[src/cpuBus_consts.svh]
/*
 * address map and sizing constants for the 68040 slave bus controller
 * include in any module that decodes regions or sizes the chip RAM
 */
`ifndef CPUBUS_CONSTS_SVH
`define CPUBUS_CONSTS_SVH

//////////////////////////////////////////////////
// register page
//////////////////////////////////////////////////

// upper 20 address bits of the controller register page
`define REG_PAGE 20'hDFF00
// 32-bit controller registers, matches the 3-bit index
`define REG_COUNT 8

//////////////////////////////////////////////////
// chip RAM
//////////////////////////////////////////////////

// address bits 31:21 must equal this for a chip RAM hit (2 MB window)
`define CHIP_TOP 11'd0
// long words actually built, higher addresses wrap
`define CHIP_DEPTH 256
// wishbone wait cycles before ack
`define CHIP_WAIT 2

`endif

[src/cpuBusPkg.sv]
/*
 * shared bus types for the 68040 slave controller
 * referenced by scoped name from every stage and the top level
 */
`default_nettype none

package cpuBusPkg;

    // 68040 SIZ encoding
    typedef enum logic [1:0] {
        sizeLong = 2'b00,
        sizeByte = 2'b01,
        sizeWord = 2'b10,
        sizeLine = 2'b11
    } xferSize;

    // which internal target serves the cycle
    typedef enum logic {
        regionReg  = 1'b0,
        regionChip = 1'b1
    } busRegion;

    //////////////////////////////////////////////////
    // one address word, two decodes
    //////////////////////////////////////////////////
    typedef union packed {
        // register page view
        struct packed {
            logic [19:0] page;
            logic [6:0]  spare;
            logic [2:0]  regIdx;
            logic [1:0]  byteOff;
        } regView;
        // chip RAM view, long word address
        struct packed {
            logic [10:0] top;
            logic [18:0] longAddr;
            logic [1:0]  byteOff;
        } chipView;
    } cpuAddr;

    // decoded request, stage 1 to stage 2
    typedef struct packed {
        busRegion    region;
        logic        write;
        cpuAddr      addr;
        logic [3:0]  lanes;
        logic [31:0] wdata;
    } busReq;

    // completed access, stage 2 to stage 3
    typedef struct packed {
        logic        write;
        logic [31:0] rdata;
    } busRsp;

endpackage

`default_nettype wire

[src/accessEngine.sv]
/*
 * stage 2: serves controller register accesses internally and runs
 * a wishbone classic master toward chip RAM for chip accesses
 */
`timescale 1ns/1ns
`default_nettype none
`include "cpuBus_consts.svh"

module accessEngine (
    input  wire                 CLK80,
    input  wire                 RESETn,
    input  wire                 reqValid,
    input  wire cpuBusPkg::busReq req,
    input  wire                 rspReady,
    input  wire [31:0]          wbDatR,
    input  wire                 wbAck,
    output logic                reqReady,
    output logic                rspValid,
    output cpuBusPkg::busRsp    rsp,
    output logic                wbCyc,
    output logic                wbStb,
    output logic                wbWe,
    output logic [18:0]         wbAdr,
    output logic [3:0]          wbSel,
    output logic [31:0]         wbDatW
);

    typedef enum logic [1:0] {
        engIdle,
        engWb,
        engRsp
    } engState;

    engState     state;
    logic [31:0] regFile [`REG_COUNT];
    logic [2:0]  regIdx;
    logic [31:0] mergeWord;

    // only take a request with nothing in flight
    assign reqReady = (state == engIdle);
    assign regIdx   = req.addr.regView.regIdx;

    // write data merged into the old register per lane
    always_comb begin
        mergeWord = regFile[regIdx];
        for (int i = 0; i < 4; i++) begin
            if (req.lanes[i]) begin
                mergeWord[8*i +: 8] = req.wdata[8*i +: 8];
            end
        end
    end

    //////////////////////////////////////////////////
    // control and register file
    //////////////////////////////////////////////////
    always_ff @(posedge CLK80) begin
        if (!RESETn) begin
            state    <= engIdle;
            rspValid <= 1'b0;
            wbCyc    <= 1'b0;
            wbStb    <= 1'b0;
            for (int i = 0; i < `REG_COUNT; i++) begin
                regFile[i] <= 32'd0;
            end
        end else begin
            case (state)
                engIdle: begin
                    if (reqValid) begin
                        if (req.region == cpuBusPkg::regionReg) begin
                            // register hit answers next cycle
                            if (req.write) begin
                                regFile[regIdx] <= mergeWord;
                            end
                            rspValid <= 1'b1;
                            state    <= engRsp;
                        end else begin
                            // cyc and stb rise together
                            wbCyc <= 1'b1;
                            wbStb <= 1'b1;
                            state <= engWb;
                        end
                    end
                end
                engWb: begin
                    // drop the bus right after ack
                    if (wbAck) begin
                        wbCyc    <= 1'b0;
                        wbStb    <= 1'b0;
                        rspValid <= 1'b1;
                        state    <= engRsp;
                    end
                end
                engRsp: begin
                    if (rspReady) begin
                        rspValid <= 1'b0;
                        state    <= engIdle;
                    end
                end
                default: begin
                    state <= engIdle;
                end
            endcase
        end
    end

    // response and wishbone payload
    always_ff @(posedge CLK80) begin
        if (reqValid && reqReady) begin
            rsp.write <= req.write;
            rsp.rdata <= regFile[regIdx];
            wbWe      <= req.write;
            wbAdr     <= req.addr.chipView.longAddr;
            wbSel     <= req.lanes;
            wbDatW    <= req.wdata;
        end
        // chip read data arrives with ack
        if ((state == engWb) && wbAck) begin
            rsp.rdata <= wbDatR;
        end
    end

    wbStbInCycle: assert property (@(posedge CLK80) disable iff (!RESETn)
        wbStb |-> wbCyc)
        else $error("wishbone stb without cyc");

    // slave may only answer a strobe this master is waiting on
    wbAckInStrobe: assert property (@(posedge CLK80) disable iff (!RESETn)
        wbAck |-> (wbStb && (state == engWb)))
        else $error("wishbone ack outside an active strobe");

endmodule

`default_nettype wire

[config.mk]
export PLATFORM = sky130hd
export DESIGN_NAME = accessEngine
export DESIGN_NICKNAME = d
export VERILOG_FILES = /design/src/cpuBusPkg.sv /design/src/accessEngine.sv
export VERILOG_INCLUDE_DIRS = /design/src
export SDC_FILE = /design/constraint.sdc
export NUM_CORES = 1
export LEC_CHECK = 0
export BUFFER_PORTS_ARGS = -buffer_cell sky130_fd_sc_hd__buf_2
export CAP_MARGIN = 20
export CELL_PAD_IN_SITES_DETAIL_PLACEMENT = 2
export CELL_PAD_IN_SITES_GLOBAL_PLACEMENT = 2
export CORE_ASPECT_RATIO = 0.8
export CORE_MARGIN = 2
export CORE_UTILIZATION = 35
export DETAILED_ROUTE_END_ITERATION = 10
export HOLD_SLACK_MARGIN = 0.06
export PLACE_DENSITY_LB_ADDON = 0.1
export SYNTH_ARGS = -nofsm -noshare
export SYNTH_HDL_FRONTEND = slang
export SYNTH_SLANG_ARGS = --single-unit
[constraint.sdc]
create_clock -name CLK80 -period 3.1 [get_ports CLK80]
set_input_delay 0.31 -clock CLK80 [delete_from_list [all_inputs] [get_ports CLK80]]
set_output_delay 0.31 -clock CLK80 [all_outputs]
set_load 0.02 [all_outputs]
# Word-level counts from Yosys, hierarchy flattened
# Memory sizes are Yosys's and may differ from the RTL's.
# Cells that the tools add are included.
# classes
n_eq_ne,7
n_mux,30
reduce_logical,10
# op_table
operator,count
two-way mux 32 bit,3
two-way mux 8 bit,4
OR reduction 32 bit,1
two-way mux 1 bit,15
"!= test 2 bit, second input constant",5
two-way mux 2 bit,4
case mux 2 bit (3 select lines),1
AND reduction 5 bit,1
AND reduction 4 bit,1
nonzero test 2 bit,2
two-way mux 3 bit,1
case mux 1 bit (3 select lines),1
AND reduction 3 bit,1
nonzero test 3 bit,1
"== test 2 x 1 -> 1 bit, second input constant",1
"== test 2 bit, second input constant",1
logical AND 1 bit,2
zero test 2 bit,1
case mux 1 bit (2 select lines),1
# totals
regBits,92
ramBits,256
mem_count,1
# mem_list
memory,depth,word_bits,read_ports,rd_clocked_by_memory_dff,write_ports,line,text
regFile,8,32,1,0,8,accessEngine.sv:35,logic [31:0] regFile [`REG_COUNT];

# Logic depth before layout (Yosys ltp)
# logic_depth
depth_word,8
depth_mapped,7
mapped_depth_nobuf,4

# Least setup slack after synthesis
# No wires, ideal clock.
# synth_path
path_type,register -> register
start,register state[0]
end,memory regFile[7][0] (enable)
setup_time_ps,389
arrival_ps,2268
path_slack_ps,443
stages_incl_launch_ff,7
path_buffers,2
period_less_slack_ps,2657
path_cell_list,dfxtp_1 clkbuf_1 or3b_4 nor4b_4 nand3_1 buf_2 nand2_1
# synth_rtl
item,line,text
"start, declared",accessEngine.sv:34,engState state;
"start signal, assigned",accessEngine.sv:58,state <= engIdle;
"start signal, assigned",accessEngine.sv:75,state <= engRsp;
"start signal, assigned",accessEngine.sv:80,state <= engWb;
"end, declared",accessEngine.sv:35,

==> results.sh <==
export IMPL_fin_skew_ns=0.01757
export IMPL_power_per_cell_area_nw_per_um2=601.9
export IMPL_antenna_found_initial=0
export IMPL_seq_area_frac_synth_pct=70.98
export IMPL_rsz0062_at_grt="no"
export IMPL_first_global_vias=10850
export IMPL_wire_per_inst_microns=23.87
export IMPL_setup_tns_ns=0
export IMPL_final_common_cell="edfxtp_1"
export IMPL_synth_edf_count=344
export IMPL_n_antenna_cell=0
export IMPL_drt_pass1_iter_count=4
export IMPL_relSlewSlack_pct=42.58
export IMPL_syn_area_sq_um=14670
export IMPL_ant_nets=0
export IMPL_pre_cts_slack_ns=0.3518
export IMPL_final_cell_mix="edfxtp_1, nor2_1, buf_2"
export IMPL_portBuffers=186
export IMPL_cts_hold_buffers=49
export IMPL_post_cts_setup_buffers=0
export IMPL_synth_warnings=0
export IMPL_start_util_pct=35.27
export IMPL_via_count=9943
export IMPL_gp_congestion=0.7048
export IMPL_crit_fanout=12
export IMPL_final_nets=1443
export IMPL_die_area_sq_um=43570
export IMPL_required_ns=3.34
export IMPL_ys_ff_latch=348
export IMPL_io_pin_count=200
export IMPL_cts_resized=0
export IMPL_drt_wl_total_mm=45.71
export IMPL_drt_initial_drc_count=561
export IMPL_outcome="finished, final reports clean"
export IMPL_numCtsBuffers=39
export IMPL_grtUsageTotal_pct=21.27
export IMPL_fin_area_sq_um=18140
export IMPL_drive_gt1_share_pct=23.70
export IMPL_worstSkewPairLatency_ns=0.55
export IMPL_cp_arrival_ns=2.63
export IMPL_end_kind="register"
export IMPL_placed_area_sq_um=16520
export IMPL_setup_ws_ns=0.7173
export IMPL_die_x_microns=232.9
export IMPL_placementRows=67
export IMPL_grt_overflow_total=0
export IMPL_drc_errors=0
export IMPL_grt_pass1_wl_mm=68.41
export IMPL_cts_max_level=2
export IMPL_die_h_microns=187.1
export IMPL_finalCritPeriodShare_pct=76.86
export IMPL_worst_pin_slew_ns=0.8613
export IMPL_viasPerCell=5.192
export IMPL_cts_sinks=348
export IMPL_peakVddDrop_uv=420.2
export IMPL_clk_path_buf_depth=3
export IMPL_final_setup_viol_count=0
export IMPL_hpwl_mm=27.35
export IMPL_grt_max_degree=66
export IMPL_critPathKind="reg -> reg"
export IMPL_maxSlewViolCount=0
export IMPL_critPathLaunchType="register"
export IMPL_netlist_instances=1080
export IMPL_leakage_nw=7.001
export IMPL_hold_viol_final=0
export IMPL_cts_tree="done"
export IMPL_ys_flop_type="edfxtp_1"
export IMPL_core_area_sq_um=41580
export IMPL_cts_clk_slew_worst_paths_ns=0.06
export IMPL_hold_class="in -> reg"
export IMPL_syn2layout_area_growth_pct=23.70
export IMPL_synth_async_reset_ratio_pct=0
export IMPL_synth_net_count=1187
export IMPL_syn_avg_cell_area_sq_um=13.58
export IMPL_fmax_mhz=419.7
export IMPL_yosysUniqueCellTypes=40
export IMPL_fin_crit_ns=2.383
export IMPL_maxCapViolations=0
export IMPL_ctsRootBufferMaster="clkbuf_16"
-- critical path: stages, from the launching register on --
cell and delay (ns):
dfxtp_1 0.37, or3b_4 0.47, nor4b_4 0.37, nand2_1 0.15, nand2_2 0.43, buf_4 0.29
-- flip-flops by register name, summed over array words and instances (netlist names) --
name,flops
regFile,256
rsp,32
rspValid,1
state,2
wbAdr,19
wbDatW,32
wbSel,4
wbStb,1
wbWe,1
-- area by class of cell --
cell class | instances | area [sq um]
clock buffers | 50 | 1060
multi-input cells | 658 | 3944
repair buffers | 284 | 1942
fillers | 4203 | 23440
clock inverters | 18 | 76.32
well taps | 552 | 690.7
inverters | 5 | 20.02
flip-flops and latches | 348 | 10410
-- cell usage after synthesis, drive strengths merged, types with 3 or more instances --
cell type | n | share of area, %
nand3 | 3 | 0.10
mux2i | 124 | 8.5
nand2 | 22 | 0.56
clkbuf | 26 | 0.67
o21ai | 3 | 0.10
nand2b | 34 | 1.5
nor3 | 8 | 0.27
edfxtp | 344 | 70
dfxtp | 4 | 0.55
a21oi | 31 | 1.1
buf | 43 | 1.6
o22ai | 60 | 2.6
nor2b | 4 | 0.17
nor2 | 315 | 8.1
o31ai | 30 | 2.2
inv | 5 | 0.13
and3 | 3 | 0.13
-- power by group --
group | switching (mW) | internal, mW | total (mW)
Clock | 1.84 | 2.40 | 4.24
Combinational | 0.775 | 0.404 | 1.18
Sequential | 0.0687 | 5.43 | 5.50
-- cells by family after synthesis --
family,count (synthesis),share of synthesized area (%)
flip-flops,348,70.98
AND/OR/NAND/NOR,398,11.41
multiplexers,126,8.616
buffers and inverters,74,2.355
AO/OA/AOI/OAI,134,6.646
-- metrics by stage --
step / power (mW) / util [%] / hold WS (ns) / instances
2_1_floorplan: 6.228 / - / 0.4089 / 1080
6_report: 10.92 / 43.63 / 0.09479 / 1915
3_3_place_gp: 6.704 / 39.72 / 0.4880 / 1798
3_5_place_dp: 6.748 / 39.72 / 0.4889 / 1798
4_1_cts: 11.05 / 43.63 / 0.06413 / 1915
5_1_grt: 11.31 / 43.63 / 0.09638 / 1915
-- path summary, 6_finish.rpt --
check | startpoint | to | slack, ns | cells after the start
max | state[1]$_SDFFE_PN0P_ | regFile[6][18]$_SDFFCE_PN0P_ | 0.72 | 5
min | wbDatR[28] | rsp[28]$_DFFE_PP_ | 0.09 | 3
max reg2reg | state[1]$_SDFFE_PN0P_ | regFile[6][18]$_SDFFCE_PN0P_ | 0.72 | 5
min reg2reg | rspValid$_SDFFE_PN0P_ | rspValid$_SDFFE_PN0P_ | 0.51 | 2
-- metal layers --
| layer | track usage [%] | vias up | part of all wire, % |
|---|---|---|---|
| met2 | 36.46 | 176 | 50 |
| met3 | 2.835 | 54 | 3.4 |
| met4 | 4.851 | 0 | 1.6 |
| li1 | - | 4461 | - |
| met1 | 28.71 | 5252 | 45 |
| met5 | 0 | - | 0 |
Note: power is estimated with default switching activity, not from simulation.
