--- config.mk ---
export PLATFORM = sky130hd
export DESIGN_NAME = cycleDecode
export DESIGN_NICKNAME = d
export VERILOG_FILES = /design/src/cpuBusPkg.sv /design/src/cycleDecode.sv
export VERILOG_INCLUDE_DIRS = /design/src
export SDC_FILE = /design/constraint.sdc
export NUM_CORES = 1
export LEC_CHECK = 0
export ABC_AREA = 1
export BUFFER_PORTS_ARGS = -buffer_cell sky130_fd_sc_hd__buf_2
export CORE_UTILIZATION = 30
export DETAILED_ROUTE_END_ITERATION = 8
export PLACE_DENSITY = 0.67
export SLEW_MARGIN = 10
export SYNTH_ARGS = -nofsm -noshare
export SYNTH_HDL_FRONTEND = slang
export SYNTH_SLANG_ARGS = --single-unit
--- constraint.sdc ---
create_clock -name CLK80 -period 8.15 [get_ports CLK80]
set_input_delay 1.63 -clock CLK80 [delete_from_list [all_inputs] [get_ports CLK80]]
set_output_delay 1.63 -clock CLK80 [all_outputs]
set_load 0.03 [all_outputs]
--- src/cpuBus_consts.svh ---
/*
 * address map and sizing constants for the 68040 slave bus controller
 * include in any module that decodes regions or sizes the chip RAM
 */
`ifndef CPUBUS_CONSTS_SVH
`define CPUBUS_CONSTS_SVH

//////////////////////////////////////////////////
// register page
//////////////////////////////////////////////////

// upper 20 address bits of the controller register page
`define REG_PAGE 20'hDFF00
// 32-bit controller registers, matches the 3-bit index
`define REG_COUNT 8

//////////////////////////////////////////////////
// chip RAM
//////////////////////////////////////////////////

// address bits 31:21 must equal this for a chip RAM hit (2 MB window)
`define CHIP_TOP 11'd0
// long words actually built, higher addresses wrap
`define CHIP_DEPTH 256
// wishbone wait cycles before ack
`define CHIP_WAIT 2

`endif

--- src/cpuBusPkg.sv ---
/*
 * shared bus types for the 68040 slave controller
 * referenced by scoped name from every stage and the top level
 */
`default_nettype none

package cpuBusPkg;

    // 68040 SIZ encoding
    typedef enum logic [1:0] {
        sizeLong = 2'b00,
        sizeByte = 2'b01,
        sizeWord = 2'b10,
        sizeLine = 2'b11
    } xferSize;

    // which internal target serves the cycle
    typedef enum logic {
        regionReg  = 1'b0,
        regionChip = 1'b1
    } busRegion;

    //////////////////////////////////////////////////
    // one address word, two decodes
    //////////////////////////////////////////////////
    typedef union packed {
        // register page view
        struct packed {
            logic [19:0] page;
            logic [6:0]  spare;
            logic [2:0]  regIdx;
            logic [1:0]  byteOff;
        } regView;
        // chip RAM view, long word address
        struct packed {
            logic [10:0] top;
            logic [18:0] longAddr;
            logic [1:0]  byteOff;
        } chipView;
    } cpuAddr;

    // decoded request, stage 1 to stage 2
    typedef struct packed {
        busRegion    region;
        logic        write;
        cpuAddr      addr;
        logic [3:0]  lanes;
        logic [31:0] wdata;
    } busReq;

    // completed access, stage 2 to stage 3
    typedef struct packed {
        logic        write;
        logic [31:0] rdata;
    } busRsp;

endpackage

`default_nettype wire

--- src/cycleDecode.sv ---
/*
 * stage 1: samples a 68040 transfer start and decodes it
 * holds one request for the access engine, unmapped cycles are dropped
 */
`timescale 1ns/1ns
`default_nettype none
`include "cpuBus_consts.svh"

module cycleDecode (
    input  wire                 CLK80,
    input  wire                 RESETn,
    input  wire                 tsN,
    input  wire [31:0]          addr,
    input  wire                 rw,
    input  wire cpuBusPkg::xferSize siz,
    input  wire [31:0]          dataIn,
    input  wire                 reqReady,
    output logic                reqValid,
    output cpuBusPkg::busReq    req
);

    cpuBusPkg::cpuAddr addrView;
    logic              start;
    logic              regHit;
    logic              chipHit;
    logic              canLoad;
    logic [3:0]        lanes;

    assign addrView = addr;
    assign start    = !tsN;

    // register page needs the spare bits clear, only 8 registers decode
    assign regHit  = (addrView.regView.page == `REG_PAGE)
                     && (addrView.regView.spare == 7'd0);
    assign chipHit = (addrView.chipView.top == `CHIP_TOP);

    // stage is free, or its request leaves this edge
    assign canLoad = !reqValid || reqReady;

    //////////////////////////////////////////////////
    // big-endian byte lanes, lane 3 is data 31:24
    //////////////////////////////////////////////////
    always_comb begin
        case (siz)
            cpuBusPkg::sizeByte: begin
                lanes = 4'b1000 >> addrView.chipView.byteOff;
            end
            cpuBusPkg::sizeWord: begin
                // words are aligned, offset bit 1 picks the half
                lanes = addrView.chipView.byteOff[1] ? 4'b0011 : 4'b1100;
            end
            default: begin
                // long and line, burst inhibit turns lines into longs
                lanes = 4'b1111;
            end
        endcase
    end

    // valid flag
    always_ff @(posedge CLK80) begin
        if (!RESETn) begin
            reqValid <= 1'b0;
        end else if (start && (regHit || chipHit) && canLoad) begin
            reqValid <= 1'b1;
        end else if (reqReady) begin
            reqValid <= 1'b0;
        end
    end

    // request payload, captured with the start
    always_ff @(posedge CLK80) begin
        if (start && canLoad) begin
            req.region <= regHit ? cpuBusPkg::regionReg : cpuBusPkg::regionChip;
            // rw high is a read
            req.write  <= !rw;
            req.addr   <= addrView;
            req.lanes  <= lanes;
            req.wdata  <= dataIn;
        end
    end

    // the CPU never starts a new cycle before the last one drained
    startWhileFull: assert property (@(posedge CLK80) disable iff (!RESETn)
        start |-> !(reqValid && !reqReady))
        else $error("transfer start lost, decode stage still full");

endmodule

`default_nettype wire

# Yosys cells after proc, flatten, opt, wreduce, memory -nomap -nowiden
# Cells that the tools add are included.
# W data, S select, Z words.
# op_classes
shift	1
reduce_logical	12
eq_ne	3
muxes	5
# ops
operator	n
$eq A20 B20 Y1 const B	1
$logic_not A11 Y1	1
$pmux W4 S2	1
$logic_not A7 Y1	1
$logic_and A1 B1 Y1	4
$mux W4	1
$shr A4 B2 Y4 const A	1
$logic_not A1 Y1	3
$mux W1	3
$eq A2 B1 Y1 const B	1
$eq A2 B2 Y1 const B	1
$logic_or A1 B1 Y1	2
$reduce_bool A2 Y1	1
# word_totals
reg_bits	71
elab_cells	27

# Logic depth before layout (Yosys ltp)
# Gate-level depths: netlist (run 1).
# logic_depth
word_depth	6
mapped_depth	9
ltp_nobuf	9

# Worst setup path before layout (run 1)
# Ideal clock, no wire load.
# synth_timing
kind	input to register
start	input reqReady
end	register req[0] in the netlist's numbering (enable)
cell_stages	2
setup_ns	0.522
n_path_buf	0
arrival_ns	5.047
setup_slack_ns	2.581
path_cell_list	inv_1 > a21oi_1
# synth_between
elab_chain_cells	2
# synth_lines
item	line_no	rtl
from (decl)	cycleDecode.sv:17	input wire reqReady,
$logic_or A1 B1 Y1	cycleDecode.sv:38	assign canLoad = !reqValid || reqReady;
$logic_and A1 B1 Y1	cycleDecode.sv:72	if (start && canLoad) begin
to (decl)	cycleDecode.sv:19	output cpuBusPkg::busReq req
# No other way between the ends.
# A chain may end at the register's enable or synchronous reset.

# Worst setup path after layout (run 1)
# layout_timing
start	input reqReady
end	register req[17] in the netlist's numbering (enable)
# Same word-level chain as after synthesis.

==> reports/summary.txt, run 1 <==
Average instance area after synthesis: 16.70 um2
Sequential fraction of design power: 0.489
Final period utilization: 0.3254
Sequential area share after synthesis: 0.8702
Measured slew at the worst slew-check pin: 0.8733 ns
Global-route wire length before repair: 7.803 mm
Worst Hold Class: reg2reg
Clock latency on the worst-skew pair: 0.34 ns
Post-detailed-routing wire length: 5.323 mm
Filler-free cell count of the finished design: 406
Status: finished clean
Number of vias after detailed routing: 1648
Crit path kind: in2reg
Vias per std cell: 4.059
Residual antenna-violating net count after detailed routing: 0
Internal Pwr Total: 0.0006716 W
Number of top-level pins: 142
Number of antenna violations at the first check in global routing: 0
Overall die area: 0.008493 mm2
Count of standard-cell rows: 32
Beginning of the critical path: reqReady
Slew HR: 0.4178
Instance count of the mapped netlist: 146
R2r startpoint: reqValid
Post-synthesis register bit count: 71
Violation count after the first detailed-routing iteration: 48
Final antenna diode count: 0
Fraction of synthesized cell area taken by the top area cell type: 0.8620
Setup tns final: 0 ns
Reported net switching power: 0.0002272 W
DP Cell Count: 390
Required time reported for the critical path endpoint: 8.11 ns
Total leakage power: 1.593 nW
Clock H-tree levels: 3
Total standard cell area after synthesis: 0.002439 mm2
Total routing usage reported by global routing: 0.1273
Power consumption: 0.0008989 W
Deepest clock path buffer count: 2
Number of violations of the max-capacitance limit: 0
Fin nets: 372
Number of buffers added to fix hold violations after cts: 0
Clk sink count: 71
Ranking of synthesized cells by area: edfxtp_1 (86%), nand2_1 (3.8%), inv_1 (3.5%)
Detailed-routing iteration count for the pre-antenna-repair pass: 4
Fmax achieved: 377.0 MHz
Clock tree from TritonCTS: yes
Clock skew after layout: 0.008763 ns
CORE AREA: 0.007807 mm2
Arrival @ worst endpoint: 2.61 ns
Die height: 92.16 um
Hold path startpoint: reqValid
Number of failing setup endpoints in the final timing report: 0
Share of cells above drive strength 1: 0.5263
Number of gates resized after cts: 0
Clk root buf: clkbuf_8
Number of nets in the synthesized netlist: 219
Maximum number of pins on one net before global-route repair: 71
Power density over cell area: 254.3 mW/mm2
Clock Pin Slew Worst Setup and Hold Paths: 0.08 ns
Maximum VDD drop: 0.00007621 V
Via count of the first global-routing pass: 1558
Worst Path Max Fanout: 70
DRC violation count after routing: 0
Starting Density: 0.3123
Number of hold violations in the final report: 0
Post-CTS setup repair buffer count: 0
Total global routing overflow: 0
Count of pins over their slew limit: 0
Layout overhead on the synthesized area: 44.95%
Number of warning messages in the yosys log: 0
Switching power as a share of total power: 0.2528
Port Buffers: 141
Final Wtd Congestion: 0.6790
Startpoint types: input port
Overall die width: 92.16 um
Per-cell routed wire length: 13.11 um
Setup repair after global routing missed its margin: false
Number of CTS-inserted buffers: 9
Yosys top cell by area: edfxtp_1
HPWL Detailed: 3.863 mm
Clock period minus worst slack: 2.652 ns
Distinct cell type count after synthesis: 10
Portion of total power attributed to combinational logic: 0.135
Clock group share of total power: 0.376
Crit. End Element: flop
## cells in the final DEF, fill, tap and decap left out, drive strengths merged
cell type  netlist  final
nand3            8      8
nor3             1      1
bufinv           0      3
clkinvlp         0      1
ha               2      2
inv             23     24
dfxtp            1      1
a21oi            2      2
buf              0    142
clkbuf           0      9
nor2            14     14
clkinv           0      2
nand2           25     25
edfxtp          70     70
## registers in the layout, indices dropped and copies added, names as in the netlist
signal    cells
req          70
reqValid      1
## metrics by stage
step / setup slack [ns] / hold WS, ns / utilization / cell area (um2)
after detailed placement: 5.143 / 0.5247 / 0.4215 / 3291
after floorplan: 2.581 / 0.6126 / - / 2439
final: 5.498 / 0.5375 / 0.4527 / 3535
after global placement: 5.195 / 0.5126 / 0.4215 / 3291
after CTS: 5.499 / 0.5401 / 0.4527 / 3535
after global routing: 5.435 / 0.5558 / 0.4527 / 3535
## kinds of logic (layout without fill, tap and decap cells)
family          after synthesis  after routing  share of synthesized area
buf+inv                      23            181                    0.03540
fa+ha+maj                     2              2                    0.01026
compound gates                2              2                   0.005643
flops                        71             71                     0.8702
simple gates                 48             48                    0.07850
## power groups by stage
stage	logic, W	clock network [W]	registers (W)
floorplan	0.0000121	0	0.000510
detailed placement	0.000122	0	0.000448
CTS	0.000123	0.000350	0.000440
global route	0.000129	0.000367	0.000443
global placement	0.000121	0	0.000448
finish	0.000122	0.000338	0.000440
## cells in the mapped netlist
master and number:
edfxtp_1 70, dfxtp_1 1, a21oi_2 1, ha_1 2, nor3_1 1, inv_1 23
nand3_1 8, nor2_1 14, nand2_1 25, a21oi_1 1
## cell type report
cell class | count | area (um2)
well taps | 102 | 127.6
multi-input cells | 52 | 241.5
clock buffers | 9 | 123.9
repair buffers | 142 | 713.2
clock inverters | 7 | 120.1
fillers | 751 | 4273
flip-flops and latches | 71 | 2122
inverters | 23 | 86.33
## layer usage
metal | up-vias | track usage | share of wire
met5 | - | 0 | 0
met3 | 9 | 0.04892 | 0.068
met1 | 745 | 0.1465 | 0.41
met4 | 0 | 0.06250 | 0.021
met2 | 87 | 0.2071 | 0.50
li1 | 807 | - | -
## critical path, stage by stage
cell and delay [ns]:
buf_2 0.08, inv_1 0.06, a21oi_4 0.11, buf_4 0.69
## worst paths after layout
path	to	slack [ns]	cells past startpoint
worst min register to register	reqValid	0.54	2
worst max register to register	req[17]	6.55	2
worst min-delay path	reqValid	0.54	2
worst max-delay path	req[17]	5.50	4
No activity file was read; power rests on OpenSTA's default activity.
==> inputs of run 2 (changes only) <==
- PLACE_DENSITY: 0.67 -> 0.69
- clock period: 8.15 -> 2.3 ns (I/O delays scaled with it)
==> run 2 against run 1 <==
  * Clock-buffer cell count rose by 1
  * Register-to-register slack got worse by 5.6 ns
  * Sequential share of layout area up 0.28 points
  * Core utilization fell by 0.21 points
  * Sequential power increased to 3.5 times the previous value
  * Non-clock buffer count rose by 1
  * Hold slack worse by 0.25 ns
  * Clock power rose to 3.2 times the previous value
  * First-iteration DRC count is 29% lower
  * Critical path type is now reg2out
==> reports/summary.txt, run 2 (synthesized netlist as in run 1, its figures left out) <==
Port Buffers: 141 (unchanged)
Overall die area: 0.008493 mm2 (unchanged)
Worst Hold Path Cells: 1 (was 2)
Hold Worst Slack: 0.2880 ns (was 0.5375 ns)
Worst Hold Class: in2reg (was reg2reg)
Fin nets: 373 (was 372)
Clock Pin Slew Worst Setup and Hold Paths: 0.08 ns (about the same)
Slowest stage cell, crit path: dfxtp_1 (was buf_4)
Via count of the first global-routing pass: 1607 (was 1558)
Global-route wire length before repair: 7.969 mm (was 7.803 mm)
Portion of total power attributed to combinational logic: 0.140 (was 0.135)
Fmax achieved: 700.0 MHz
Required time reported for the critical path endpoint: 1.84 ns (was 8.11 ns)
Reported net switching power: 0.0008082 W (was 0.0002272 W)
Die height: 92.16 um (unchanged)
Status: finished clean (unchanged)
Clk root buf: clkbuf_8 (unchanged)
Violation count after the first detailed-routing iteration: 34 (was 48)
Hold path startpoint: dataIn[31] (was reqValid)
Final Wtd Congestion: 0.7270 (was 0.6790)
Destination of the worst register-to-register timing path: req[54] (was req[17])
Standard cell area after detailed placement: 0.003298 mm2 (was 0.003291 mm2)
Total routing usage reported by global routing: 0.1288 (was 0.1273)
Crit path kind: reg2out (was in2reg)
Worst setup slack for register-to-register paths: 0.99 ns (was 6.55 ns)
Number of cells traversed by the worst register-to-register path: 2 (unchanged)
Power consumption: 0.003083 W (was 0.0008989 W)
Final antenna diode count: 0 (unchanged)
Startpoint types: flop (was input port)
Clk sink count: 71 (unchanged)
Number of vias after detailed routing: 1675 (was 1648)
Worst hold endpoint: req[31] (was reqValid)
Stage delay of the slowest cell on the critical path: 0.41 ns (was 0.69 ns)
Maximum VDD drop: 0.0002726 V (was 0.00007621 V)
Measured slew at the worst slew-check pin: 0.4684 ns (was 0.8733 ns)
Clock latency on the worst-skew pair: 0.34 ns (about the same)
Number of hold violations in the final report: 0 (unchanged)
Number of violations of the max-capacitance limit: 0 (unchanged)
Worst Path Max Fanout: 3 (was 70)
CORE AREA: 0.007807 mm2 (unchanged)
Residual antenna-violating net count after detailed routing: 0 (unchanged)
Post-route design area: 0.003518 mm2 (was 0.003535 mm2)
Final period utilization: 0.6211
DP Cell Count: 391 (was 390)
Clock H-tree levels: 3 (unchanged)
Overall die width: 92.16 um (unchanged)
Clock tree from TritonCTS: yes (unchanged)
Register with the most flip-flops: req (unchanged)
Number of buffers and inverters on the critical path: 1 (was 3)
Crit. End Element: primary output (was flop)
Number of flip-flops in the largest register: 70 (unchanged)
Number of antenna violations at the first check in global routing: 0 (unchanged)
Cell-by-cell listing of the critical path: buf_2 (was buf_2 > inv_1 > a21oi_4 > buf_4)
Clock skew after layout: 0.007933 ns (was 0.008763 ns)
DRC violation count after routing: 0 (unchanged)
Setup tns final: 0 ns (unchanged)
Layout overhead on the synthesized area: 44.28% (was 44.95%)
Register cell area after layout: 0.002122 mm2 (unchanged)
Count of standard-cell rows: 32 (unchanged)
Area taken by multi-input logic gates: 241.5 um2 (unchanged)
Switching power as a share of total power: 0.2621 (was 0.2528)
Sequential fraction of design power: 0.506 (was 0.489)
HPWL Detailed: 4.058 mm (was 3.863 mm)
Starting Density: 0.3123 (unchanged)
Per-cell routed wire length: 12.80 um (was 13.11 um)
Total leakage power: 1.581 nW (was 1.593 nW)
Number of buffers added to fix hold violations after cts: 0 (unchanged)
Total global routing overflow: 0 (unchanged)
Most frequent cells in the layout: buf_2 (141), edfxtp_1 (70), nand2_1 (25) (unchanged)
Most common library cell in the layout ignoring fill and taps: buf_2 (unchanged)
Number of failing setup endpoints in the final timing report: 0 (unchanged)
Number of CTS-inserted buffers: 9 (unchanged)
Clock period minus worst slack: 1.429 ns
Arrival @ worst endpoint: 0.97 ns (was 2.61 ns)
Post-CTS setup repair buffer count: 0 (unchanged)
Vias per std cell: 4.115 (was 4.059)
Setup repair after global routing missed its margin: false (unchanged)
Internal Pwr Total: 0.002275 W (was 0.0006716 W)
Detailed-routing iteration count for the pre-antenna-repair pass: 4 (unchanged)
Slew HR: 0.6877 (was 0.4178)
Power density over cell area: 876.4 mW/mm2 (was 254.3 mW/mm2)
Number of top-level pins: 142 (unchanged)
Fill cells: 733 (was 751)
Filler-free cell count of the finished design: 407 (was 406)
Clock group share of total power: 0.355 (was 0.376)
Share of cells above drive strength 1: 0.5246 (was 0.5263)
Deepest clock path buffer count: 2 (unchanged)
Registers with the highest flip-flop counts: req (70), reqValid (1) (unchanged)
R2r startpoint: reqValid (unchanged)
Count of pins over their slew limit: 0 (unchanged)
Number of gates resized after cts: 0 (unchanged)
Maximum number of pins on one net before global-route repair: 40 (was 71)
Post-detailed-routing wire length: 5.211 mm (was 5.323 mm)
Gate family responsible for the most delay along the worst path: flip-flops (was buffers and inverters)
Critical path depth: 1 (was 4)
-- run 2: cell count changes in the layout (fill, tap and decap cells not counted), sizes merged --
cell	previous run	this run
clkinv	2	0
buf	142	143
bufinv	3	2
clkbuf	9	10
clkinvlp	1	2
inv	24	25
-- run 2: metal layers --
| layer | wire [um] | GRT usage | part of all wire |
|---|---|---|---|
| met1 | 2061 | 0.1429 | 0.40 |
| met2 | 2580 | 0.2183 | 0.50 |
| met3 | 481 | 0.04643 | 0.092 |
| met4 | 89 | 0.06250 | 0.017 |
| met5 | 0 | 0 | 0 |
-- run 2: how the worst max path moves through the flow --
stage	from	to	slack (ns)
after floorplan	reqReady	req[0]	0.16
final	reqValid	reqValid	0.87
after global routing	reqValid	reqValid	0.82
after global placement	reqReady	req[40]	0.77
after detailed placement	reqReady	req[38]	0.75
after CTS	reqValid	reqValid	0.84
-- run 2: layout make-up --
class                   count  area share
clock buffers              10     0.03627
well taps                 102     0.03627
multi-input cells          52     0.06863
clock inverters             6     0.02632
repair buffers            143      0.2048
inverters                  23     0.02454
flip-flops and latches     71      0.6031
-- run 2: power groups by stage --
stage	registers [W]	clock network (W)	logic, W
6_report	0.00156	0.00109	0.000431
5_1_grt	0.00157	0.00118	0.000458
3_3_place_gp	0.00159	0	0.000430
3_5_place_dp	0.00159	0	0.000435
4_1_cts	0.00156	0.00113	0.000436
2_1_floorplan	0.00180	0	0.0000442
-- run 2: stage by stage --
step	utilization	setup slack, ns
after floorplan	-	0.1646
after global placement	0.4224	0.7671
after detailed placement	0.4224	0.7497
after CTS	0.4506	0.8441
after global routing	0.4506	0.8191
final	0.4506	0.8714
