==> src/cpuBus_consts.svh <==
/*
 * address map and sizing constants for the 68040 slave bus controller
 * include in any module that decodes regions or sizes the chip RAM
 */
`ifndef CPUBUS_CONSTS_SVH
`define CPUBUS_CONSTS_SVH

//////////////////////////////////////////////////
// register page
//////////////////////////////////////////////////

// upper 20 address bits of the controller register page
`define REG_PAGE 20'hDFF00
// 32-bit controller registers, matches the 3-bit index
`define REG_COUNT 8

//////////////////////////////////////////////////
// chip RAM
//////////////////////////////////////////////////

// address bits 31:21 must equal this for a chip RAM hit (2 MB window)
`define CHIP_TOP 11'd0
// long words actually built, higher addresses wrap
`define CHIP_DEPTH 256
// wishbone wait cycles before ack
`define CHIP_WAIT 2

`endif

==> src/cpuBusPkg.sv <==
/*
 * shared bus types for the 68040 slave controller
 * referenced by scoped name from every stage and the top level
 */
`default_nettype none

package cpuBusPkg;

    // 68040 SIZ encoding
    typedef enum logic [1:0] {
        sizeLong = 2'b00,
        sizeByte = 2'b01,
        sizeWord = 2'b10,
        sizeLine = 2'b11
    } xferSize;

    // which internal target serves the cycle
    typedef enum logic {
        regionReg  = 1'b0,
        regionChip = 1'b1
    } busRegion;

    //////////////////////////////////////////////////
    // one address word, two decodes
    //////////////////////////////////////////////////
    typedef union packed {
        // register page view
        struct packed {
            logic [19:0] page;
            logic [6:0]  spare;
            logic [2:0]  regIdx;
            logic [1:0]  byteOff;
        } regView;
        // chip RAM view, long word address
        struct packed {
            logic [10:0] top;
            logic [18:0] longAddr;
            logic [1:0]  byteOff;
        } chipView;
    } cpuAddr;

    // decoded request, stage 1 to stage 2
    typedef struct packed {
        busRegion    region;
        logic        write;
        cpuAddr      addr;
        logic [3:0]  lanes;
        logic [31:0] wdata;
    } busReq;

    // completed access, stage 2 to stage 3
    typedef struct packed {
        logic        write;
        logic [31:0] rdata;
    } busRsp;

endpackage

`default_nettype wire

==> src/cycleTerm.sv <==
/*
 * stage 3: 68040 cycle termination
 * drives TBI/TCI for the whole window and TA low for two cycles on a CPU phase
 */
`timescale 1ns/1ns
`default_nettype none

module cycleTerm (
    input  wire                 CLK80,
    input  wire                 RESETn,
    input  wire                 rspValid,
    input  wire cpuBusPkg::busRsp rsp,
    output logic                rspReady,
    output logic                tackN,
    output logic                tbiN,
    output logic                tciN,
    output logic                busDrive,
    output logic [31:0]         dataOut,
    output logic                dataDrive
);

    typedef enum logic [2:0] {
        termIdle,
        termPhase,
        termAck,
        termAckHold,
        termRelease
    } termState;

    termState state;
    // stands in for the half rate CPU clock
    logic     cpuPhase;

    assign rspReady = (state == termIdle);

    // no bursts and no caching, low whenever the strobes are driven
    assign tbiN = ~busDrive;
    assign tciN = ~busDrive;

    //////////////////////////////////////////////////
    // termination FSM
    //////////////////////////////////////////////////
    always_ff @(posedge CLK80) begin
        if (!RESETn) begin
            state     <= termIdle;
            cpuPhase  <= 1'b0;
            tackN     <= 1'b1;
            busDrive  <= 1'b0;
            dataDrive <= 1'b0;
        end else begin
            cpuPhase <= ~cpuPhase;
            case (state)
                termIdle: begin
                    if (rspValid) begin
                        busDrive  <= 1'b1;
                        // data bus only for reads
                        dataDrive <= !rsp.write;
                        state     <= termPhase;
                    end
                end
                termPhase: begin
                    // align TA with the CPU clock
                    if (cpuPhase) begin
                        tackN <= 1'b0;
                        state <= termAck;
                    end
                end
                termAck: begin
                    state <= termAckHold;
                end
                termAckHold: begin
                    // negate TA before letting go
                    tackN <= 1'b1;
                    state <= termRelease;
                end
                termRelease: begin
                    busDrive  <= 1'b0;
                    dataDrive <= 1'b0;
                    state     <= termIdle;
                end
                default: begin
                    state <= termIdle;
                end
            endcase
        end
    end

    // read data latched with the response
    always_ff @(posedge CLK80) begin
        if (rspValid && rspReady) begin
            dataOut <= rsp.rdata;
        end
    end

    // TA only inside the window, and driven high once more after it
    tackInWindow: assert property (@(posedge CLK80) disable iff (!RESETn)
        !tackN |-> busDrive ##1 busDrive)
        else $error("TA asserted outside the drive window");

endmodule

`default_nettype wire

==> config.mk <==
export PLATFORM = sky130hd
export DESIGN_NAME = cycleTerm
export DESIGN_NICKNAME = d
export VERILOG_FILES = /design/src/cpuBus_consts.svh /design/src/cpuBusPkg.sv /design/src/cycleTerm.sv
export SDC_FILE = /design/constraint.sdc
export NUM_CORES = 1
export LEC_CHECK = 0
export BUFFER_PORTS_ARGS = -buffer_cell sky130_fd_sc_hd__buf_2
export CAP_MARGIN = 20
export CORE_ASPECT_RATIO = 1.4
export CORE_UTILIZATION = 47
export CTS_BUF_LIST = sky130_fd_sc_hd__clkbuf_8
export DETAILED_ROUTE_END_ITERATION = 16
export PLACE_DENSITY_LB_ADDON = 0.05
export SYNTH_ARGS = -nofsm -noshare
export SYNTH_HDL_FRONTEND = slang
export SYNTH_SLANG_ARGS = --single-unit
==> constraint.sdc <==
create_clock -name CLK80 -period 5.61 [get_ports CLK80]
set_clock_uncertainty 0.2 [all_clocks]
set_input_delay 1.122 -clock CLK80 [delete_from_list [all_inputs] [get_ports CLK80]]
set_output_delay 1.122 -clock CLK80 [all_outputs]
set_load 0.1 [all_outputs]
== After elaboration in Yosys (flattened, before gate mapping) ==
Index checks and enable logic that the tools add are counted.

* Flip-flop bits (word level): 39
* Input bits: 36

* Equality and inequality tests: 6
* Muxes and demuxes: 9
* Bitwise logic cells: 2
* Reductions and logical operators: 8

{| class="wikitable"
|+ Operators by type and width
! kind !! number
|-
| 3-bit one-hot mux with 4 select lines || 1
|-
| 3-bit by 2-bit == test with 1-bit output (second input constant) || 2
|-
| 3-bit 2-to-1 mux || 2
|-
| 1-bit one-hot mux with 2 select lines || 3
|-
| 2-bit AND reduction || 3
|-
| 2-bit != test (second input constant) || 2
|-
| 2-bit nonzero test || 2
|-
| 3-bit by 1-bit == test with 1-bit output (second input constant) || 1
|-
| 3-bit == test (second input constant) || 1
|-
| 3-bit logical NOT || 1
|-
| 1-bit 2-to-1 mux || 3
|-
| 1-bit inverter || 2
|-
| 1-bit logical AND || 1
|-
| 1-bit logical NOT || 1
|}

== Logic depth before layout (Yosys ltp) ==
Gate-level depths: netlist (run 1).

* Depth after elaboration: 3
* Mapped depth: 3
* Gate-level depth less buffers: 3

== Worst setup path after synthesis (run 1) ==
No wires, ideal clock.

* Path type: register to register
* Start: register state[0]
* End: register dataOut[0] (enable)
* Setup time: 392 ps
* Arrival: 2833 ps
* Setup slack: 2185 ps
* Cell stages (with the launch flop): 4
* Buffers on the path: 0
* Period minus slack after synthesis: 3425 ps
* Cells stage by stage: dfxtp_1 -> or2_1 -> nor2_1 -> and2_1

* Cells in the longest elaborated chain, start to end: 2

{| class="wikitable"
|+ RTL lines
! element !! line !! text
|-
| from (decl) || cycleTerm.sv:30 || <nowiki>termState state;</nowiki>
|-
| from (signal assigned) || cycleTerm.sv:45 || <nowiki>state <= termIdle;</nowiki>
|-
| from (signal assigned) || cycleTerm.sv:58 || <nowiki>state <= termPhase;</nowiki>
|-
| from (signal assigned) || cycleTerm.sv:65 || <nowiki>state <= termAck;</nowiki>
|-
| 3-bit logical NOT || cycleTerm.sv:34 || <nowiki>assign rspReady = (state == termIdle);</nowiki>
|-
| named net rspReady || cycleTerm.sv:13 || <nowiki>output logic rspReady,</nowiki>
|-
| 1-bit logical AND || cycleTerm.sv:90 || <nowiki>if (rspValid && rspReady) begin</nowiki>
|-
| to (signal assigned) || cycleTerm.sv:91 || <nowiki>dataOut <= rsp.rdata;</nowiki>
|-
| to (decl) || cycleTerm.sv:18 || <nowiki>output logic [31:0] dataOut,</nowiki>
|}

The timed path passes the listed nets, and every way through them passes these cells.
A chain may end at the register's enable or synchronous reset.

== Worst setup path in the final report (run 1) ==
* Start: register state[0]
* End: output port rspReady

* Cells in the longest elaborated chain, start to end: 1

{| class="wikitable"
|+ RTL lines
! element !! line
|-
| 3-bit logical NOT || cycleTerm.sv:34
|-
| to (decl) || cycleTerm.sv:13
|}

No other way between the ends.

==> flow_summary.toml, run 1 <==
[floorplan]
ios = 74
initial_utilization_pct = 50.8
die_h_um = 62.8
fp-row-count = 21
die_area_mm2 = 0.00285
core_mm2 = 0.00244
die_x_um = 45.4

[synth]
yosysWarnings = 0
synth_cell_types = 15
avgSynthCellArea_um2 = 19.1
synth-seq-area-share_pct = 88.7
syn_nets = 101
ys_ff_latch = 39
synth_cells = 65
synth_area_mm2 = 0.00124

[sta]
fin_crit_sh_pct = 50.0
slew_violations = 0
fin_tns_setup_ns = 0
timing.fmax_mhz = 357
finalSetupViolCount = 0
hold_slack_ns = 0.275
rsz0062_at_grt = "false"
worstMarginPinSlew_ns = 0.523
finalCriticalPeriod_ns = 2.80
slew_headroom_pct = 65.1
hold_viol = 0

[routing]
dr.first_iter.drc_count = 15
wl_mm = 2.02
num_vias = 816
wl_per_cell_um = 11.2
dr.pass1.iters = 4
via_per_inst = 4.53
drcViolationCount = 0
final_antenna_net_count = 0

[final_layout]
diodes = 0
fin_area_mm2 = 0.00177
mostFrequentLayoutCell = "buf_2"
seq_area_mm2 = 0.00110
nFillCells = 182
multi_input_comb_area_um2 = 125
fin_cells = 180
drive_gt1_share_pct = 56.2
layout_common_cells = "buf_2, edfxtp_1, dfxtp_1, nor2_1, clkbuf_8"
fin_nets = 181
synthToLayoutAreaGrowth_pct = 42.3

[pwr]
clockPowerShare_pct = 29.9
ir_drop_mv = 0.262
p_int_w = 0.000508
sw_frac_of_total_pct = 33.9
switching_power_w = 0.000260
seqPwrFrac_pct = 44.8
power_leakage_nw = 0.765
powerDensity_mw_per_mm2 = 435
finalPower_w = 0.000768
combPwrFrac_pct = 25.3

[grt]
busiest_layer = "met2"
met2_usage_pct = 26.1
grt_pass1_vias = 709
globalRouteTotalUtil_pct = 15.0
grt_max_degree = 21
antenna_found_initial = 0
grtUsageMet3_pct = 6.94
use_met1_pct = 13.3
gr-total-overflow = 0
grt_pass1_wl_mm = 2.94

[setup_path]
r2r_cells = 4
crit_chain = "or2_1 -> nor2_1 -> buf_2"
r2r_start = "state[0]"
r2r-end = "dataOut[17]"
crit_path_max_fanout = 7
crit_path_end_kind = "output port"
worst_path_max_delay_cell = "buf_2"
critPathLaunchType = "flop"
required_ns = 4.29
worstPathArrival_ns = 1.48
cp_slowest_stage_delay_ns = 0.44
rrSetupSlack_ns = 3.50
crit_type = "reg -> out"

[placed_design]
dp_hpwl_mm = 1.53
io_buffers = 73
place.gp.congestion = 0.705
dp_cells = 172
placed_cell_area_mm2 = 0.00165

[status]
status = "finished clean"

[clock_network]
path_clk_slew_ns = 0.07
clock_sinks = 39
insertion_delay_ns = 0.28
hold_buffers = 0
htree_num_levels = 2
cts_setup_buffers = 0
cts.path.max_buffers = 2
tritoncts = "built"
numCtsBuffers = 5
root_buffer = "clkbuf_8"
postCtsResizedCells = 0

[min_path]
hold_path.startpoint = "cpuPhase"
worstHoldPathType = "reg -> reg"
holdPathStages = 1
hold_end = "cpuPhase"

[flow_run]
maxCapViolCount = 0
-- synthesized netlist by cell type --
cell      instances  area [µm²]
or2_1             1        6.26
buf_4             1        7.51
a21oi_1           3        15.0
nand2_1           2        7.51
or4b_1            1        10.0
nand2b_1          2        12.5
nor2_1            6        22.5
o21ai_0           3        15.0
dfxtp_1           7         140
inv_1             2        7.51
a211oi_1          1        7.51
nand3b_1          2        15.0
o211ai_1          1        7.51
and2_1            1        6.26
edfxtp_1         32         961
-- final cells by class --
cell class              instances  area share, %
flip-flops and latches         39           62.3
repair buffers                 74           21.1
multi-input cells              23           7.08
clock buffers                   6           4.67
well taps                      34           2.41
clock inverters                 2           1.98
inverters                       2          0.425
-- stage by stage --
step	util [%]	setup slack [ns]
3_5_place_dp	67.5	3.00
6_report	72.3	2.81
3_3_place_gp	67.5	3.02
5_1_grt	72.3	2.72
2_1_floorplan	-	2.19
4_1_cts	72.3	2.80
-- state kept, by name, summed over array words and instances, names as in the netlist --
signal,cells
busDrive,1
state,3
dataDrive,1
cpuPhase,1
dataOut,32
tackN,1
-- metal layers --
layer / vias to the layer above / part of all wire [%] / wire [µm]
met5: - / 0 / 0
met4: 0 / 2.1 / 43
met3: 6 / 9.1 / 184
met2: 43 / 56 / 1130
met1: 367 / 33 / 663
li1: 400 / - / -
-- worst max-delay path by stage --
| stage | depth (start not counted) | end | slack [ns] | start |
|---|---|---|---|---|
| floorplan | 3 | dataOut[0] | 2.19 | state[0] |
| global placement | 3 | dataOut[19] | 3.02 | rspValid |
| detailed placement | 3 | dataOut[20] | 3.00 | rspValid |
| CTS | 3 | rspReady | 2.80 | state[0] |
| global route | 3 | rspReady | 2.72 | state[0] |
| finish | 3 | rspReady | 2.81 | state[0] |
-- critical path, delay by kind of cell, from the launching register on --
family / cells / cell delay [ns]
DFF: 1 / 0.35
buffers and inverters: 1 / 0.44
and+or+nand+nor: 2 / 0.40
-- power groups by stage --
stage	logic [W]	registers (W)	clock network, W
after global placement	0.000194	0.000350	0
after global routing	0.000200	0.000347	0.000243
final	0.000194	0.000344	0.000230
after floorplan	0.0000326	0.000481	0
after detailed placement	0.000195	0.000351	0
after CTS	0.000195	0.000344	0.000236
-- kinds of logic (layout without fill, tap and decap cells) --
kind of cell / Yosys count / count (layout) / share of synthesized area, %
and+or+nand+nor: 15 / 15 / 6.45
buffers and inverters: 3 / 84 / 1.21
AOI/OAI and AO/OA: 8 / 8 / 3.63
DFF: 39 / 39 / 88.7
(Power assumes the default switching activity.)
==> inputs of run 2 (changes only) <==
--- a/config.mk
+++ b/config.mk
@@ -8,7 +8,7 @@
 export BUFFER_PORTS_ARGS = -buffer_cell sky130_fd_sc_hd__buf_2
 export CAP_MARGIN = 20
 export CORE_ASPECT_RATIO = 1.4
-export CORE_UTILIZATION = 47
+export CORE_UTILIZATION = 39
 export CTS_BUF_LIST = sky130_fd_sc_hd__clkbuf_8
 export DETAILED_ROUTE_END_ITERATION = 16
 export PLACE_DENSITY_LB_ADDON = 0.05
==> constraint.sdc (replaced) <==
create_clock -name CLK80 -period 2.4 [get_ports CLK80]
set_clock_uncertainty 0.2 [all_clocks]
set_input_delay 0.48 -clock CLK80 [delete_from_list [all_inputs] [get_ports CLK80]]
set_output_delay 0.48 -clock CLK80 [all_outputs]
set_load 0.1 [all_outputs]
==> run 2 against run 1 <==
Combinational power rose by 140%. Sequential cell count unchanged. Final cell count is 1.7% higher. Setup slack worse by 2.6 ns. Worst hold slack got worse by 0.11 ns. Clock power up 120%. Core utilization down 11 points.
==> flow_summary.toml, run 2 (same netlist as run 1, synthesis figures left out) <==
[routing]
wl_mm = 2.10
final_antenna_net_count = 0
wl_per_cell_um = 11.5
num_vias = 804
drcViolationCount = 0
dr.first_iter.drc_count = 12
via_per_inst = 4.39
dr.pass1.iters = 2

[sta]
slew_violations = 0
finalCriticalPeriod_ns = 2.15
worstMarginPinSlew_ns = 0.496
rsz0062_at_grt = "false"
timing.fmax_mhz = 465
finalSetupViolCount = 0
hold_viol = 0
fin_crit_sh_pct = 89.6
fin_tns_setup_ns = 0
slew_headroom_pct = 67.1

[clock_network]
postCtsResizedCells = 0
cts_setup_buffers = 0
tritoncts = "built"
htree_num_levels = 2
cts.path.max_buffers = 2
numCtsBuffers = 5
root_buffer = "clkbuf_8"
hold_buffers = 0
path_clk_slew_ns = 0.07
insertion_delay_ns = 0.28
clock_sinks = 39

[floorplan]
initial_utilization_pct = 42.3
die_area_mm2 = 0.00342
core_mm2 = 0.00294
die_h_um = 68.8
fp-row-count = 23
ios = 74
die_x_um = 49.7

[setup_path]
crit_buf_inv = 1
cp.depth = 3
crit_path_end_kind = "output port"
crit_type = "reg -> out"
crit_path_max_fanout = 7
worstPathArrival_ns = 1.47
r2r_cells = 4
required_ns = 1.72
critPathLaunchType = "flop"
cp_slowest_stage_delay_ns = 0.43
worst_path_max_delay_cell = "buf_2"
crit_chain = "or2_1 -> nor2_4 -> buf_2"
critPathTopFamily = "buffers and inverters"

[placed_design]
io_buffers = 73
place.gp.congestion = 0.720
dp_hpwl_mm = 1.64

[flow_run]
maxCapViolCount = 0

[final_layout]
nFillCells = 256
largest_reg_flops = 32
top_register = "dataOut"
layout_common_cells = "buf_2, edfxtp_1, dfxtp_1, nor2_1, clkbuf_8"
post-route-util_pct = 60.9
mostFrequentLayoutCell = "buf_2"
top_regs = "dataOut (32), state (3)"
synthToLayoutAreaGrowth_pct = 44.0
drive_gt1_share_pct = 58.2
fin_nets = 181
diodes = 0

[grt]
antenna_found_initial = 0
grt_pass1_vias = 678
gr-total-overflow = 0
globalRouteTotalUtil_pct = 12.3
grt_max_degree = 19
grt_pass1_wl_mm = 2.85

[pwr]
ir_drop_mv = 0.654
power_leakage_nw = 0.764
powerDensity_mw_per_mm2 = 993

[min_path]
holdPathStages = 1
worstHoldPathType = "in -> reg"

[status]
status = "finished clean"
-- run 2: changes by cell type in the layout (fill, tap and decap cells not counted) --
| cell | previous run | this run |
|---|---|---|
| buf_12 | 0 | 1 |
| clkinv_1 | 0 | 1 |
| and2_1 | 1 | 0 |
| clkbuf_8 | 6 | 5 |
| dfxtp_2 | 0 | 1 |
| inv_1 | 2 | 1 |
| clkinvlp_4 | 0 | 1 |
| buf_4 | 1 | 0 |
| nor2_1 | 6 | 5 |
| dfxtp_1 | 7 | 6 |
| nor2_4 | 0 | 1 |
| and2_2 | 0 | 1 |
-- run 2: layer usage --
metal  track usage [%]  up-vias  routed length, µm
met5                 0        -                  0
met4              8.57        0                 53
met3              6.80        5                210
met2              19.6       46               1070
met1              12.3      354                769
li1                  -      399                  -
-- run 2: area by class of cell --
class                           count  area, µm²  share of cell area [%]
Clock buffer                        5       68.8                    3.85
Tap cell                           37       46.3                    2.59
Timing Repair Buffer               74        385                    21.6
Sequential cell                    39       1100                    61.7
Multi-Input combinational cell     23        134                    7.49
Clock inverter                      3       38.8                    2.17
Inverter                            2       11.3                   0.630
-- run 2: where the power goes --
part | total [W] | leakage (nW) | switching (W) | internal, W
sequential | 0.000806 | 0.362 | 0.0000159 | 0.000790
clock | 0.000506 | 0.0556 | 0.000202 | 0.000304
combinational | 0.000462 | 0.346 | 0.000395 | 0.0000672
-- run 2: worst paths after layout --
| check | end | start | slack [ns] |
|---|---|---|---|
| hold reg to reg | cpuPhase | cpuPhase | 0.27 |
| setup reg to reg | dataOut[2] | state[0] | 0.57 |
| setup / recovery | rspReady | state[0] | 0.25 |
| hold / removal | dataOut[9] | rsp[9] | 0.17 |
-- run 2: worst reg2reg max path, cell delays in order (launching register included) --
cell and delay [ns]:
dfxtp_1 0.36, or2_1 0.30, nor2_4 0.10, and2_2 0.38
buf_12 0.21
-- run 2: through the flow --
step / setup WS (ns) / area [µm²] / instances / power (W) / hold slack (ns)
2_1_floorplan: 0.0194 / 1250 / 65 / 0.00121 / 0.223
3_3_place_gp: 0.589 / 1680 / 175 / 0.00128 / 0.254
3_5_place_dp: 0.560 / 1680 / 175 / 0.00129 / 0.256
4_1_cts: 0.246 / 1790 / 183 / 0.00179 / 0.157
5_1_grt: 0.187 / 1790 / 183 / 0.00182 / 0.155
6_report: 0.249 / 1790 / 183 / 0.00177 / 0.167
